$ cat config.mk
export PLATFORM = sky130hd
export DESIGN_NAME = itim_ram
export DESIGN_NICKNAME = d
export VERILOG_FILES = /design/src/source/mem_bus_pkg.sv /design/src/source/itim_pkg.sv /design/src/source/itim_ram.sv
export VERILOG_INCLUDE_DIRS = /design/src /design/src/source
export SDC_FILE = /design/constraint.sdc
export NUM_CORES = 2
export LEC_CHECK = 0
export ABC_AREA = 1
export BUFFER_PORTS_ARGS = -buffer_cell sky130_fd_sc_hd__buf_2
export CAP_MARGIN = 25
export CORE_ASPECT_RATIO = 0.8
export CORE_UTILIZATION = 45
export CTS_BUF_LIST = sky130_fd_sc_hd__clkbuf_4 sky130_fd_sc_hd__clkbuf_8
export CTS_CLUSTER_SIZE = 20
export DETAILED_ROUTE_END_ITERATION = 12
export PLACE_DENSITY_LB_ADDON = 0.05
export RECOVER_POWER = 100
export SLEW_MARGIN = 20
export SYNTH_ARGS = -nofsm -noshare
export SYNTH_HDL_FRONTEND = slang
export SYNTH_SLANG_ARGS = --single-unit
$ cat constraint.sdc
create_clock -name clock -period 21.1 [get_ports clock]
set_input_delay 5.275 -clock clock [delete_from_list [all_inputs] [get_ports clock]]
set_output_delay 5.275 -clock clock [all_outputs]
set_load 0.1 [all_outputs]
$ cat src/source/itim_params.svh
`ifndef ITIM_PARAMS_SVH
`define ITIM_PARAMS_SVH

// ~~~~~~~~~~~~~~~~~~~~
// itim geometry.
// ~~~~~~~~~~~~~~~~~~~~

`define ITIM_DEPTH 64 // rows per bank.
`define ITIM_WIDTH 4 // banks, words per line.

`define ITIM_SET_BITS ($clog2(`ITIM_DEPTH))
`define ITIM_WORD_BITS ($clog2(`ITIM_WIDTH))

// ~~~~~~~~~~~~~~~~~~~~
// cacheable window, top is exclusive.
// ~~~~~~~~~~~~~~~~~~~~

`define ITIM_BASE_ADDR 32'h0000_1000
`define ITIM_TOP_ADDR 32'h0000_2000

`endif

$ cat src/source/mem_bus_pkg.sv
`default_nettype none

package mem_bus_pkg;

  // fetch and memory bus widths.
  localparam int addr_bits = 32;
  localparam int data_bits = 32;

  // byte offset inside one word.
  localparam int byte_bits = $clog2(data_bits / 8);

  // byte address.
  typedef logic [addr_bits-1:0] addr_t;

  // instruction word.
  typedef logic [data_bits-1:0] word_t;

endpackage

`default_nettype wire

$ cat src/source/itim_pkg.sv
`default_nettype none

`include "itim_params.svh"

package itim_pkg;

  import mem_bus_pkg::*;

  // address split, low to high: byte, word, set, tag.
  localparam int word_lsb = byte_bits;
  localparam int set_lsb = word_lsb + `ITIM_WORD_BITS;
  localparam int tag_lsb = set_lsb + `ITIM_SET_BITS;
  localparam int tag_bits = addr_bits - tag_lsb;

  // one ram row holds valid, tag and data.
  localparam int ram_word_bits = 1 + tag_bits + data_bits;

  typedef logic [`ITIM_SET_BITS-1:0] set_index_t;
  typedef logic [`ITIM_WORD_BITS-1:0] word_index_t;
  typedef logic [tag_bits-1:0] tag_t;
  typedef logic [ram_word_bits-1:0] ram_word_t;

  typedef enum logic [1:0] {
    lookup,
    fill,
    pass,
    sweep
  } itim_state_t;

endpackage

`default_nettype wire

$ cat src/source/itim_ram.sv
`timescale 1ns/100ps
`default_nettype none

`include "itim_params.svh"

module itim_ram
  import itim_pkg::*;
(
  input logic clock,
  input logic wen,
  input set_index_t waddr,
  input set_index_t raddr,
  input ram_word_t wdata,
  output ram_word_t rdata
);

  ram_word_t ram_array [`ITIM_DEPTH] = '{default: '0}; // all rows start invalid.

  set_index_t raddr_q;

  always_ff @(posedge clock) begin
    raddr_q <= raddr;
    if (wen) begin
      ram_array[waddr] <= wdata;
    end
  end

  // read lands one cycle after the address.
  assign rdata = ram_array[raddr_q];

endmodule

`default_nettype wire

==> metrics.cfg <==
[run_status]
status = complete, but fails checks
violations = capacitance limit, slew limit

[die]
die_area_um2 = 316500
core_area_um2 = 311600
chipWidth_um = 628.7
ios = 124
start_util_pct = 45.38
die_y_um = 503.4
num_rows = 183

[sta]
rsz0062_at_grt = no
setup_viol = 0
fin_ws_ps = 4861
worstMarginPinSlew_ps = 5099
fin_setup_tns_ps = 0
min_period_ps = 16240
finalHoldViolCount = 0
relSlewSlack_pct = -239.9
finalCritPeriodShare_pct = 76.96
clock.fmax_mhz = 61.58
final_max_slew_viol_count = 7129

[critical_path]
cp_max_fo = 190
crit_slowest_cell = clkbuf_1
cpPeakStageDelay_ps = 3110
critPathKind = reg -> out
critical-path-top-delay-family = buffers and inverters
worstPathRequired_ps = 15830
cp-endpoint = rdata[17]
crit_buf_inv = 5
crit_path_end_kind = output pin
cp_cell_sequence = inv_16 > clkbuf_1 > buf_4 > clkbuf_1 > nand2_1 > nand3_1 > nand3_1 > nand3_1 > nand3_1 > nand2_1 > nand2_1 > nand2_1 > clkbuf_1
arrival_ps = 10960
worstSetupStartpointType = register
crit_cells = 13

[clock_tree]
cts_resized = 0
cts_setup_buffers = 0
path_clk_slew_ps = 60
cts_root_buffer = clkbuf_8
clockBufferDepth = 4
cts_tree = yes
cts.sinks = 3526
holdBufCountCts = 0
numCtsBuffers = 576
htree_levels = 6

[synth]
netlist.area_leader.share_pct = 74.75
syn_area_um2 = 141400
synth_top_family_by_area = simple AND/OR/NAND/NOR gates
yosysTopAreaCell = edfxtp_1
synth_fa_ha_area_share_pct = 0
ys_types = 16
netlist_instances = 11520
synth.area.top_cells = edfxtp_1 75%, nand3_1 12%, nand2_1 10%
synth_nets = 11590
synth-compound-area-share_pct = 0
avgSynthCellArea_um2 = 12.27
synth.yosys.seq_area_share_pct = 74.84
synth_simple_gate_area_share_pct = 22.07
synth-seq-cells = 3526
yosys_warnings = 0
synth_xor_area_share_pct = 0
synth_mux_area_share_pct = 0

[global_route]
grt_max_degree = 217
grt_pass1_wl_um = 684900
antenna_found_initial = 71
grt.overflow.total = 0
first_global_vias = 89650
track_usage_pct = 30.50

[final_layout]
fill_cells = 27540
nNetsFinal = 11810
top_register = ram_array
final_cell_mix = 3873 x nand2_1, 3520 x edfxtp_1, 3268 x nand3_1
drive_above_1_share_pct = 8.358
top_regs = ram_array (3520)
syn_to_final_growth_pct = 10.02
layout_commonest_cell = nand2_1
largest_reg_flops = 3520

[power]
p_per_area_nw_per_um2 = 93.37
p_leak_nw = 54.11
vdd_ir_drop_max_uv = 55.46

[hold_path]
hp-class = in -> reg
min_path_cells = 1

[place]
gp_congestion = 0.7863
pre_cts_ws_ps = 9752
io_buffers = 123
dpl.hpwl_um = 241400

[detailed_routing]
vias_per_cell = 5.838
routed_wl_um = 491300
firstDrtPassIters = 9
wl_per_cell_um = 30.06
drc_errors = 0
drt_iter0_markers = 12380
drtAntennaViolNets = 0
num_vias = 95440

[job]
cap_violations = 224

[power by group]
part	switching [mW]	total, mW	internal, mW	leakage [nW]
registers	0.0190	7.79	7.77	31.7
logic	0.767	0.966	0.199	16.7
clock network	2.73	5.77	3.04	5.70
[layout make-up]
cell class                 count  area [um2]  area share, %
sequential                  3526      105800          68.03
multi-input combinational   7214       31360          20.16
clock buffer                 809        9783          6.288
tap                         4162        5207          3.347
timing repair buffer         414        2197          1.412
clock inverter               181        1008         0.6482
inverter                      12       102.6        0.06595
antenna                       30       75.07        0.04825
[synth_stat cells, drive strengths merged]
| cell | n |
|---|---|
| buf | 662 |
| clkbuf | 109 |
| dfxtp | 6 |
| edfxtp | 3520 |
| inv | 12 |
| nand2 | 3873 |
| nand3 | 3268 |
| nand4 | 9 |
| nor2 | 56 |
| nor4 | 8 |
[layer usage]
metal  global-route usage, %  wire (um)  vias to the layer above
li1                        -          -                    41620
met1                   43.75     207300                    47980
met2                   47.40     221200                     4907
met3                   5.373      45890                      916
met4                   9.962      16830                       22
met5                       0        144                        -
[cells by family (layout without fill, tap and decap cells)]
family	after synthesis	in the layout
flip-flops	3526	3526
other	0	30
AND/OR/NAND/NOR	7214	7214
buffers and inverters	783	1416
[through the flow]
step / instances / area (um2) / util (%) / hold slack [ps] / total power, mW
after floorplan: 11520 / 141400 / - / 5303 / 8.509
after global placement: 15270 / 145300 / 46.64 / 5378 / 8.875
after detailed placement: 15290 / 146000 / 46.84 / 5379 / 8.888
after CTS: 16280 / 156800 / 50.30 / 4203 / 14.60
after global routing: 16330 / 155500 / 49.91 / 4249 / 14.97
final: 16350 / 155600 / 49.92 / 4308 / 14.53
[worst min-delay path by stage]
stage | slack (ps) | to | from
finish | 4310 | register | raddr[1]
CTS | 4200 | register | raddr[1]
global placement | 5380 | register | raddr[1]
detailed placement | 5380 | register | raddr[5]
floorplan | 5300 | register | raddr[0]
global route | 4250 | register | raddr[1]
(Power assumes the default switching activity.)
