<file path="src/source/itim_params.svh">
`ifndef ITIM_PARAMS_SVH
`define ITIM_PARAMS_SVH

// ~~~~~~~~~~~~~~~~~~~~
// itim geometry.
// ~~~~~~~~~~~~~~~~~~~~

`define ITIM_DEPTH 64 // rows per bank.
`define ITIM_WIDTH 4 // banks, words per line.

`define ITIM_SET_BITS ($clog2(`ITIM_DEPTH))
`define ITIM_WORD_BITS ($clog2(`ITIM_WIDTH))

// ~~~~~~~~~~~~~~~~~~~~
// cacheable window, top is exclusive.
// ~~~~~~~~~~~~~~~~~~~~

`define ITIM_BASE_ADDR 32'h0000_1000
`define ITIM_TOP_ADDR 32'h0000_2000

`endif

</file>
<file path="src/source/mem_bus_pkg.sv">
`default_nettype none

package mem_bus_pkg;

  // fetch and memory bus widths.
  localparam int addr_bits = 32;
  localparam int data_bits = 32;

  // byte offset inside one word.
  localparam int byte_bits = $clog2(data_bits / 8);

  // byte address.
  typedef logic [addr_bits-1:0] addr_t;

  // instruction word.
  typedef logic [data_bits-1:0] word_t;

endpackage

`default_nettype wire

</file>
<file path="src/source/itim_pkg.sv">
`default_nettype none

`include "itim_params.svh"

package itim_pkg;

  import mem_bus_pkg::*;

  // address split, low to high: byte, word, set, tag.
  localparam int word_lsb = byte_bits;
  localparam int set_lsb = word_lsb + `ITIM_WORD_BITS;
  localparam int tag_lsb = set_lsb + `ITIM_SET_BITS;
  localparam int tag_bits = addr_bits - tag_lsb;

  // one ram row holds valid, tag and data.
  localparam int ram_word_bits = 1 + tag_bits + data_bits;

  typedef logic [`ITIM_SET_BITS-1:0] set_index_t;
  typedef logic [`ITIM_WORD_BITS-1:0] word_index_t;
  typedef logic [tag_bits-1:0] tag_t;
  typedef logic [ram_word_bits-1:0] ram_word_t;

  typedef enum logic [1:0] {
    lookup,
    fill,
    pass,
    sweep
  } itim_state_t;

endpackage

`default_nettype wire

</file>
<file path="src/source/itim_ctrl.sv">
`timescale 1ns/100ps
`default_nettype none

`include "itim_params.svh"

module itim_ctrl
  import mem_bus_pkg::*, itim_pkg::*;
(
  input logic clock,
  input logic reset,
  input logic req_valid,
  input logic req_fence,
  input addr_t req_addr,
  output logic resp_ready,
  output word_t resp_rdata,
  output logic mem_valid,
  output addr_t mem_addr,
  input logic mem_ready,
  input word_t mem_rdata,
  output logic [`ITIM_WIDTH-1:0] bank_wen,
  output set_index_t bank_waddr [`ITIM_WIDTH],
  output set_index_t bank_raddr [`ITIM_WIDTH],
  output ram_word_t bank_wdata [`ITIM_WIDTH],
  input ram_word_t bank_rdata [`ITIM_WIDTH]
);

  itim_state_t state;
  itim_state_t state_next;

  logic f_valid;
  logic f_fence;
  addr_t f_addr;
  tag_t f_tag;
  set_index_t f_set;
  word_index_t f_word;
  set_index_t req_set;

  addr_t b_addr;
  tag_t b_tag;
  set_index_t b_set;
  word_index_t b_word;
  set_index_t sweep_row;

  ram_word_t sel_word;
  logic sel_valid;
  tag_t sel_tag;
  word_t sel_data;
  logic in_window;

  logic lk_hit;
  logic lk_fill;
  logic lk_pass;
  logic lk_sweep;

  logic fill_req;
  logic pass_req;
  logic mem_done;
  logic fill_done;
  logic sweeping;
  logic sweep_last;

  tag_t cur_tag;
  set_index_t cur_set;
  word_index_t cur_word;

  // ~~~~~~~~~~~~~~~~~~~~
  // front stage
  // ~~~~~~~~~~~~~~~~~~~~

  // read launched with the request, held otherwise.
  assign req_set = req_valid ? req_addr[set_lsb +: `ITIM_SET_BITS] : f_set;

  always_ff @(posedge clock) begin
    if (!reset) begin
      f_valid <= 1'b0;
    end else begin
      f_valid <= req_valid;
    end
  end

  always_ff @(posedge clock) begin
    if (req_valid) begin
      f_fence <= req_fence;
      f_addr <= req_addr;
      f_tag <= req_addr[tag_lsb +: tag_bits];
      f_set <= req_addr[set_lsb +: `ITIM_SET_BITS];
      f_word <= req_addr[word_lsb +: `ITIM_WORD_BITS];
    end
  end

  // ~~~~~~~~~~~~~~~~~~~~
  // lookup
  // ~~~~~~~~~~~~~~~~~~~~

  assign sel_word = bank_rdata[f_word];
  assign sel_valid = sel_word[ram_word_bits-1];
  assign sel_tag = sel_word[data_bits +: tag_bits];
  assign sel_data = sel_word[data_bits-1:0];
  assign in_window = (f_addr >= `ITIM_BASE_ADDR) && (f_addr < `ITIM_TOP_ADDR);

  always_comb begin
    lk_hit = 1'b0;
    lk_fill = 1'b0;
    lk_pass = 1'b0;
    lk_sweep = 1'b0;
    if ((state == lookup) && f_valid) begin
      if (f_fence) begin
        lk_sweep = 1'b1;
      end else if (!in_window) begin
        lk_pass = 1'b1;
      end else if (!sel_valid) begin
        lk_fill = 1'b1;
      end else if (sel_tag != f_tag) begin
        lk_pass = 1'b1; // conflict, no replacement.
      end else begin
        lk_hit = 1'b1;
      end
    end
  end

  // ~~~~~~~~~~~~~~~~~~~~
  // back stage
  // ~~~~~~~~~~~~~~~~~~~~

  always_ff @(posedge clock) begin
    if (state == lookup) begin
      b_addr <= f_addr;
      b_tag <= f_tag;
      b_set <= f_set;
      b_word <= f_word;
    end
  end

  // lookup cycle works off the front registers.
  assign cur_tag = (state == lookup) ? f_tag : b_tag;
  assign cur_set = (state == lookup) ? f_set : b_set;
  assign cur_word = (state == lookup) ? f_word : b_word;

  assign fill_req = (state == lookup) ? lk_fill : (state == fill);
  assign pass_req = (state == lookup) ? lk_pass : (state == pass);
  assign mem_done = mem_valid && mem_ready;
  assign fill_done = mem_done && fill_req;
  assign sweeping = (state == sweep);
  assign sweep_last = sweeping && (sweep_row == '1);

  assign mem_valid = fill_req || pass_req;
  assign mem_addr = (state == lookup) ? f_addr : b_addr;

  assign resp_ready = lk_hit || mem_done || sweep_last;
  assign resp_rdata = lk_hit ? sel_data : mem_rdata;

  always_comb begin
    state_next = state;
    unique case (state)
      lookup: begin
        if (lk_sweep) begin
          state_next = sweep;
        end else if (lk_fill && !mem_ready) begin
          state_next = fill;
        end else if (lk_pass && !mem_ready) begin
          state_next = pass;
        end
      end
      fill, pass: begin
        if (mem_ready) begin
          state_next = lookup;
        end
      end
      sweep: begin
        if (sweep_row == '1) begin
          state_next = lookup;
        end
      end
      default: state_next = lookup;
    endcase
  end

  always_ff @(posedge clock) begin
    if (!reset) begin
      state <= lookup;
      sweep_row <= '0;
    end else begin
      state <= state_next;
      if (lk_sweep) begin
        sweep_row <= '0;
      end else if (sweeping) begin
        sweep_row <= sweep_row + 1'b1;
      end
    end
  end

  // sweep clears a row in every bank, a fill writes one bank.
  always_comb begin
    for (int i = 0; i < `ITIM_WIDTH; i++) begin
      bank_raddr[i] = req_set;
      bank_waddr[i] = sweeping ? sweep_row : cur_set;
      bank_wen[i] = sweeping || (fill_done && (cur_word == word_index_t'(i)));
      bank_wdata[i] = sweeping ? '0 : {1'b1, cur_tag, mem_rdata};
    end
  end

  // ~~~~~~~~~~~~~~~~~~~~
  // checks
  // ~~~~~~~~~~~~~~~~~~~~

  // request held through a memory stall.
  a_mem_hold : assert property (@(posedge clock) disable iff (!reset)
    mem_valid && !mem_ready |=> mem_valid && $stable(mem_addr));

  // fetch side keeps to one request at a time.
  a_one_outstanding : assert property (@(posedge clock) disable iff (!reset)
    $rose(req_valid) |-> (state == lookup));

endmodule

`default_nettype wire

</file>
<file path="config.mk">
export PLATFORM = sky130hd
export DESIGN_NAME = itim_ctrl
export DESIGN_NICKNAME = d
export VERILOG_FILES = /design/src/source/mem_bus_pkg.sv /design/src/source/itim_pkg.sv /design/src/source/itim_ctrl.sv
export VERILOG_INCLUDE_DIRS = /design/src /design/src/source
export SDC_FILE = /design/constraint.sdc
export NUM_CORES = 1
export LEC_CHECK = 0
export ABC_CLOCK_PERIOD_IN_PS = 4300
export BUFFER_PORTS_ARGS = -buffer_cell sky130_fd_sc_hd__buf_2
export CAP_MARGIN = 25
export CORE_AREA = 2 2 244 246
export CTS_BUF_LIST = sky130_fd_sc_hd__clkbuf_4
export DETAILED_ROUTE_END_ITERATION = 10
export DIE_AREA = 0 0 246 248
export GPL_TIMING_DRIVEN = 1
export PLACE_DENSITY = 0.4
export REMOVE_ABC_BUFFERS = 1
export SKIP_CTS_REPAIR_TIMING = 1
export SYNTH_ARGS = -nofsm -noshare
export SYNTH_HDL_FRONTEND = slang
export SYNTH_SLANG_ARGS = --single-unit
</file>
<file path="constraint.sdc">
create_clock -name clock -period 4.3 [get_ports clock]
set_clock_uncertainty 0.05 [all_clocks]
set_input_delay 0.215 -clock clock [delete_from_list [all_inputs] [get_ports clock]]
set_output_delay 0.215 -clock clock [all_outputs]
set_load 0.01 [all_outputs]
</file>
==> results.md <==
- Port Buffers: 626
- Unrepaired setup endpoints after global routing: false
- Final setup fails: 0
- Final core occ: 0.186
- Crit Path Class: reg -> out
- Worst path cell trace: buf_4, mux4_2, xor2_1, or3_1, a21oi_1, nand4_4, buf_4, mux2_4, buf_2
- Max_slew headroom: 0.269
- Ratio of cells with drive above 1 in the final layout: 0.648
- Sw frac: 0.381
- Part of the power in registers: 0.385
- Least-Margin Pin Slew: 1090 ps
- DRT Wirelength: 37.7 mm
- Comb pwr share: 0.435
- Vias in the first global route: 6288
- Largest net degree at the start of global routing: 59
- Die Span Y: 248 microns
- Die area: 61000 sq um
- EDFF count, synth: 33
- H-tree levels: 3
- Area of the multi-input gates: 3420 sq um
- Top_reg_cell synth: dfxtp_1
- Internal power: 0.00206 W
- Die Width: 246 microns
- Worst VDD drop: 0.000144 V
- Clk root buf: clkbuf_4
- Crit. End Element: output port
- Placeable core area: 58500 sq um
- R2r startpoint: f_addr[2]
- Metal1 wirelength: 16.4 mm
- Crit Reg-Reg Endpoint: state[1]
- Fill cells: 6568
- Commonest non-fill, non-tap cell in the layout: buf_2
- Buf+Inv Stages, Crit Path: 3
- Row cnt: 89
- Power Density: 306 nW/um^2
- First-pass GRT wire length: 47.5 mm
- Starting DRT DRC Count: 436
- Vias after detailed routing: 7037
- Worst path depth: 9
- CTS Buffer Depth: 2
- Commonest non-fill, non-tap cells in the layout: buf_2, dfxtp_1, o21ai_0, inv_1, mux4_2
- GRT overflow: 0
- Max Fclk: 253 MHz
- Top Metal Used: met5
- Clock power share: 0.180
- Drt pass-1 iters: 5
- Seq cells post-synth: 110
- Clk pin slew, worst setup/hold paths: 200 ps
- Critical path endpoint: resp_rdata[10]
- Nets: 1493
- Critical Path Most Common Cell: buf_4
- Largest stage delay, worst path: 550 ps
- Overall routing resource usage: 0.112
- Wire length per cell: 19.1 microns
- Register area share after synthesis: 0.324
- Area growth, synth to finish: 39.5%
- DRC viols: 0
- Routed Antenna Nets: 0
- Vias per inst: 3.56
- Share of synthesized registers carrying an async set or reset: 0
- Cell variety after synth: 39
- Critical path origin: f_addr[2]
- Met2 wire length: 17.2 mm
- CTS tree: done
- Crit path max-delay family: multiplexers
- Initial antenna violation count: 8
- Met3 WL: 3.69 mm
- CTS Buf Count: 9
- Worst reg-to-reg setup slack: 1510 ps
- Worst-path maximum fanout: 33
- Status: completed
- Crit start category: flip-flop
- Switch Pwr: 0.00127 W
- Slew Viols, Final: 0
- Io pins: 627
- Post-layout minimum cycle time: 3960 ps
- Netlist Area Pre-Place: 7810 sq um
- Cell count after synthesis: 744
- GP Congestion: 0.846
- Syn Area/Cell: 10.5 sq um
- FF/Latch Area: 2530 sq um
- Fin Hold WS: 104 ps
- Clk sinks: 110
- Critical path's slowest cell: mux4_2
- CP required: 4030 ps
- Worst min path class: in -> reg
- Hold Violations, Final: 0
- Worst skew pair latency: 540 ps
- Crit share post-route: 0.920
- Leakage: 5.32 nW
- MaxCap Viol Count: 0
- Arrival @ worst endpoint: 3690 ps
- Initial Util: 0.134
- Hpwl dp: 32.3 mm
- R2r worst-path depth: 7
- YS warnings: 0
-- worst min path at each step --
stage / start / endpoint / slack, ps / depth (start not counted)
after floorplan: req_addr[0] / f_addr[0] / 260 / 0
after global placement: req_addr[12] / f_addr[12] / 340 / 1
after detailed placement: req_addr[30] / f_addr[30] / 340 / 1
after CTS: req_addr[16] / f_addr[16] / -330 / 1
after global routing: mem_ready / state[0] / 60 / 5
final: mem_ready / state[0] / 100 / 4
-- metal layers --
layer / up-vias / GRT usage
met3: 33 / 0.0389
met2: 398 / 0.170
met5: - / 0
li1: 3249 / -
met4: 4 / 0.0187
met1: 3353 / 0.156
-- tightest hold or removal path: stages --
cell      delay, ps
buf_2           120
inv_1            60
a311oi_1        210
a211oi_1         70
-- final cells by class --
class | count | share of cell area
Antenna cell | 2 | 0.000459
Clock buffer | 10 | 0.00689
Clock inverter | 6 | 0.00723
Inverter | 54 | 0.0186
Multi-Input combinational cell | 345 | 0.313
Sequential cell | 110 | 0.232
Tap cell | 773 | 0.0887
Timing Repair Buffer | 679 | 0.332
-- stage by stage --
step	setup TNS (ps)	instances	power (W)	worst slack, ps	instance area, sq um
4_1_cts	-595	1935	0.00339	-37.6	10500
6_report	0	1979	0.00334	345	10900
3_5_place_dp	0	1919	0.00276	669	10300
2_1_floorplan	-25550	509	0.00201	-779	6140
5_1_grt	0	1978	0.00357	42.7	10900
3_3_place_gp	0	1919	0.00276	711	10300
-- Yosys cell counts (6+ instances only) --
| library cell | instances | area share |
|---|---|---|
| buf_4 | 201 | 0.19 |
| dfxtp_1 | 77 | 0.20 |
| o21ai_0 | 57 | 0.037 |
| inv_1 | 53 | 0.025 |
| mux4_2 | 53 | 0.15 |
| nor2b_1 | 35 | 0.028 |
| nand2_1 | 34 | 0.016 |
| edfxtp_1 | 33 | 0.13 |
| mux2_2 | 29 | 0.042 |
| mux2_4 | 29 | 0.056 |
| and2_1 | 24 | 0.019 |
| clkbuf_1 | 22 | 0.011 |
| xnor2_1 | 18 | 0.020 |
| xor2_1 | 9 | 0.010 |
| nor2_1 | 7 | 0.0034 |
| nand3_1 | 6 | 0.0038 |
-- kinds of logic (layout without fill, tap and decap cells) --
logic type,count (synthesis),after routing,share of synthesized area
xor+xnor,27,27,0.0303
simple gates,129,129,0.0942
compound gates,68,68,0.0461
other cells,0,2,0
flops,110,110,0.324
buf+inv,289,749,0.241
mux,116,116,0.257
fa+ha+maj,5,5,0.00801
-- sequential cells by signal, summed over array words and instances (netlist names) --
name / flops
b_tag: 22
b_word: 2
f_addr: 32
b_set: 6
f_fence: 1
sweep_row: 6
f_valid: 1
b_addr: 32
state: 2
f_set: 6
-- power by group through the flow --
stage	clock (W)	combinational (W)	sequential, W
2_1_floorplan	0	0.000695	0.00131
3_3_place_gp	0	0.00145	0.00131
3_5_place_dp	0	0.00144	0.00131
4_1_cts	0.000648	0.00145	0.00129
5_1_grt	0.000681	0.00159	0.00130
6_report	0.000600	0.00145	0.00128
Power figures use the tool's default switching activity.
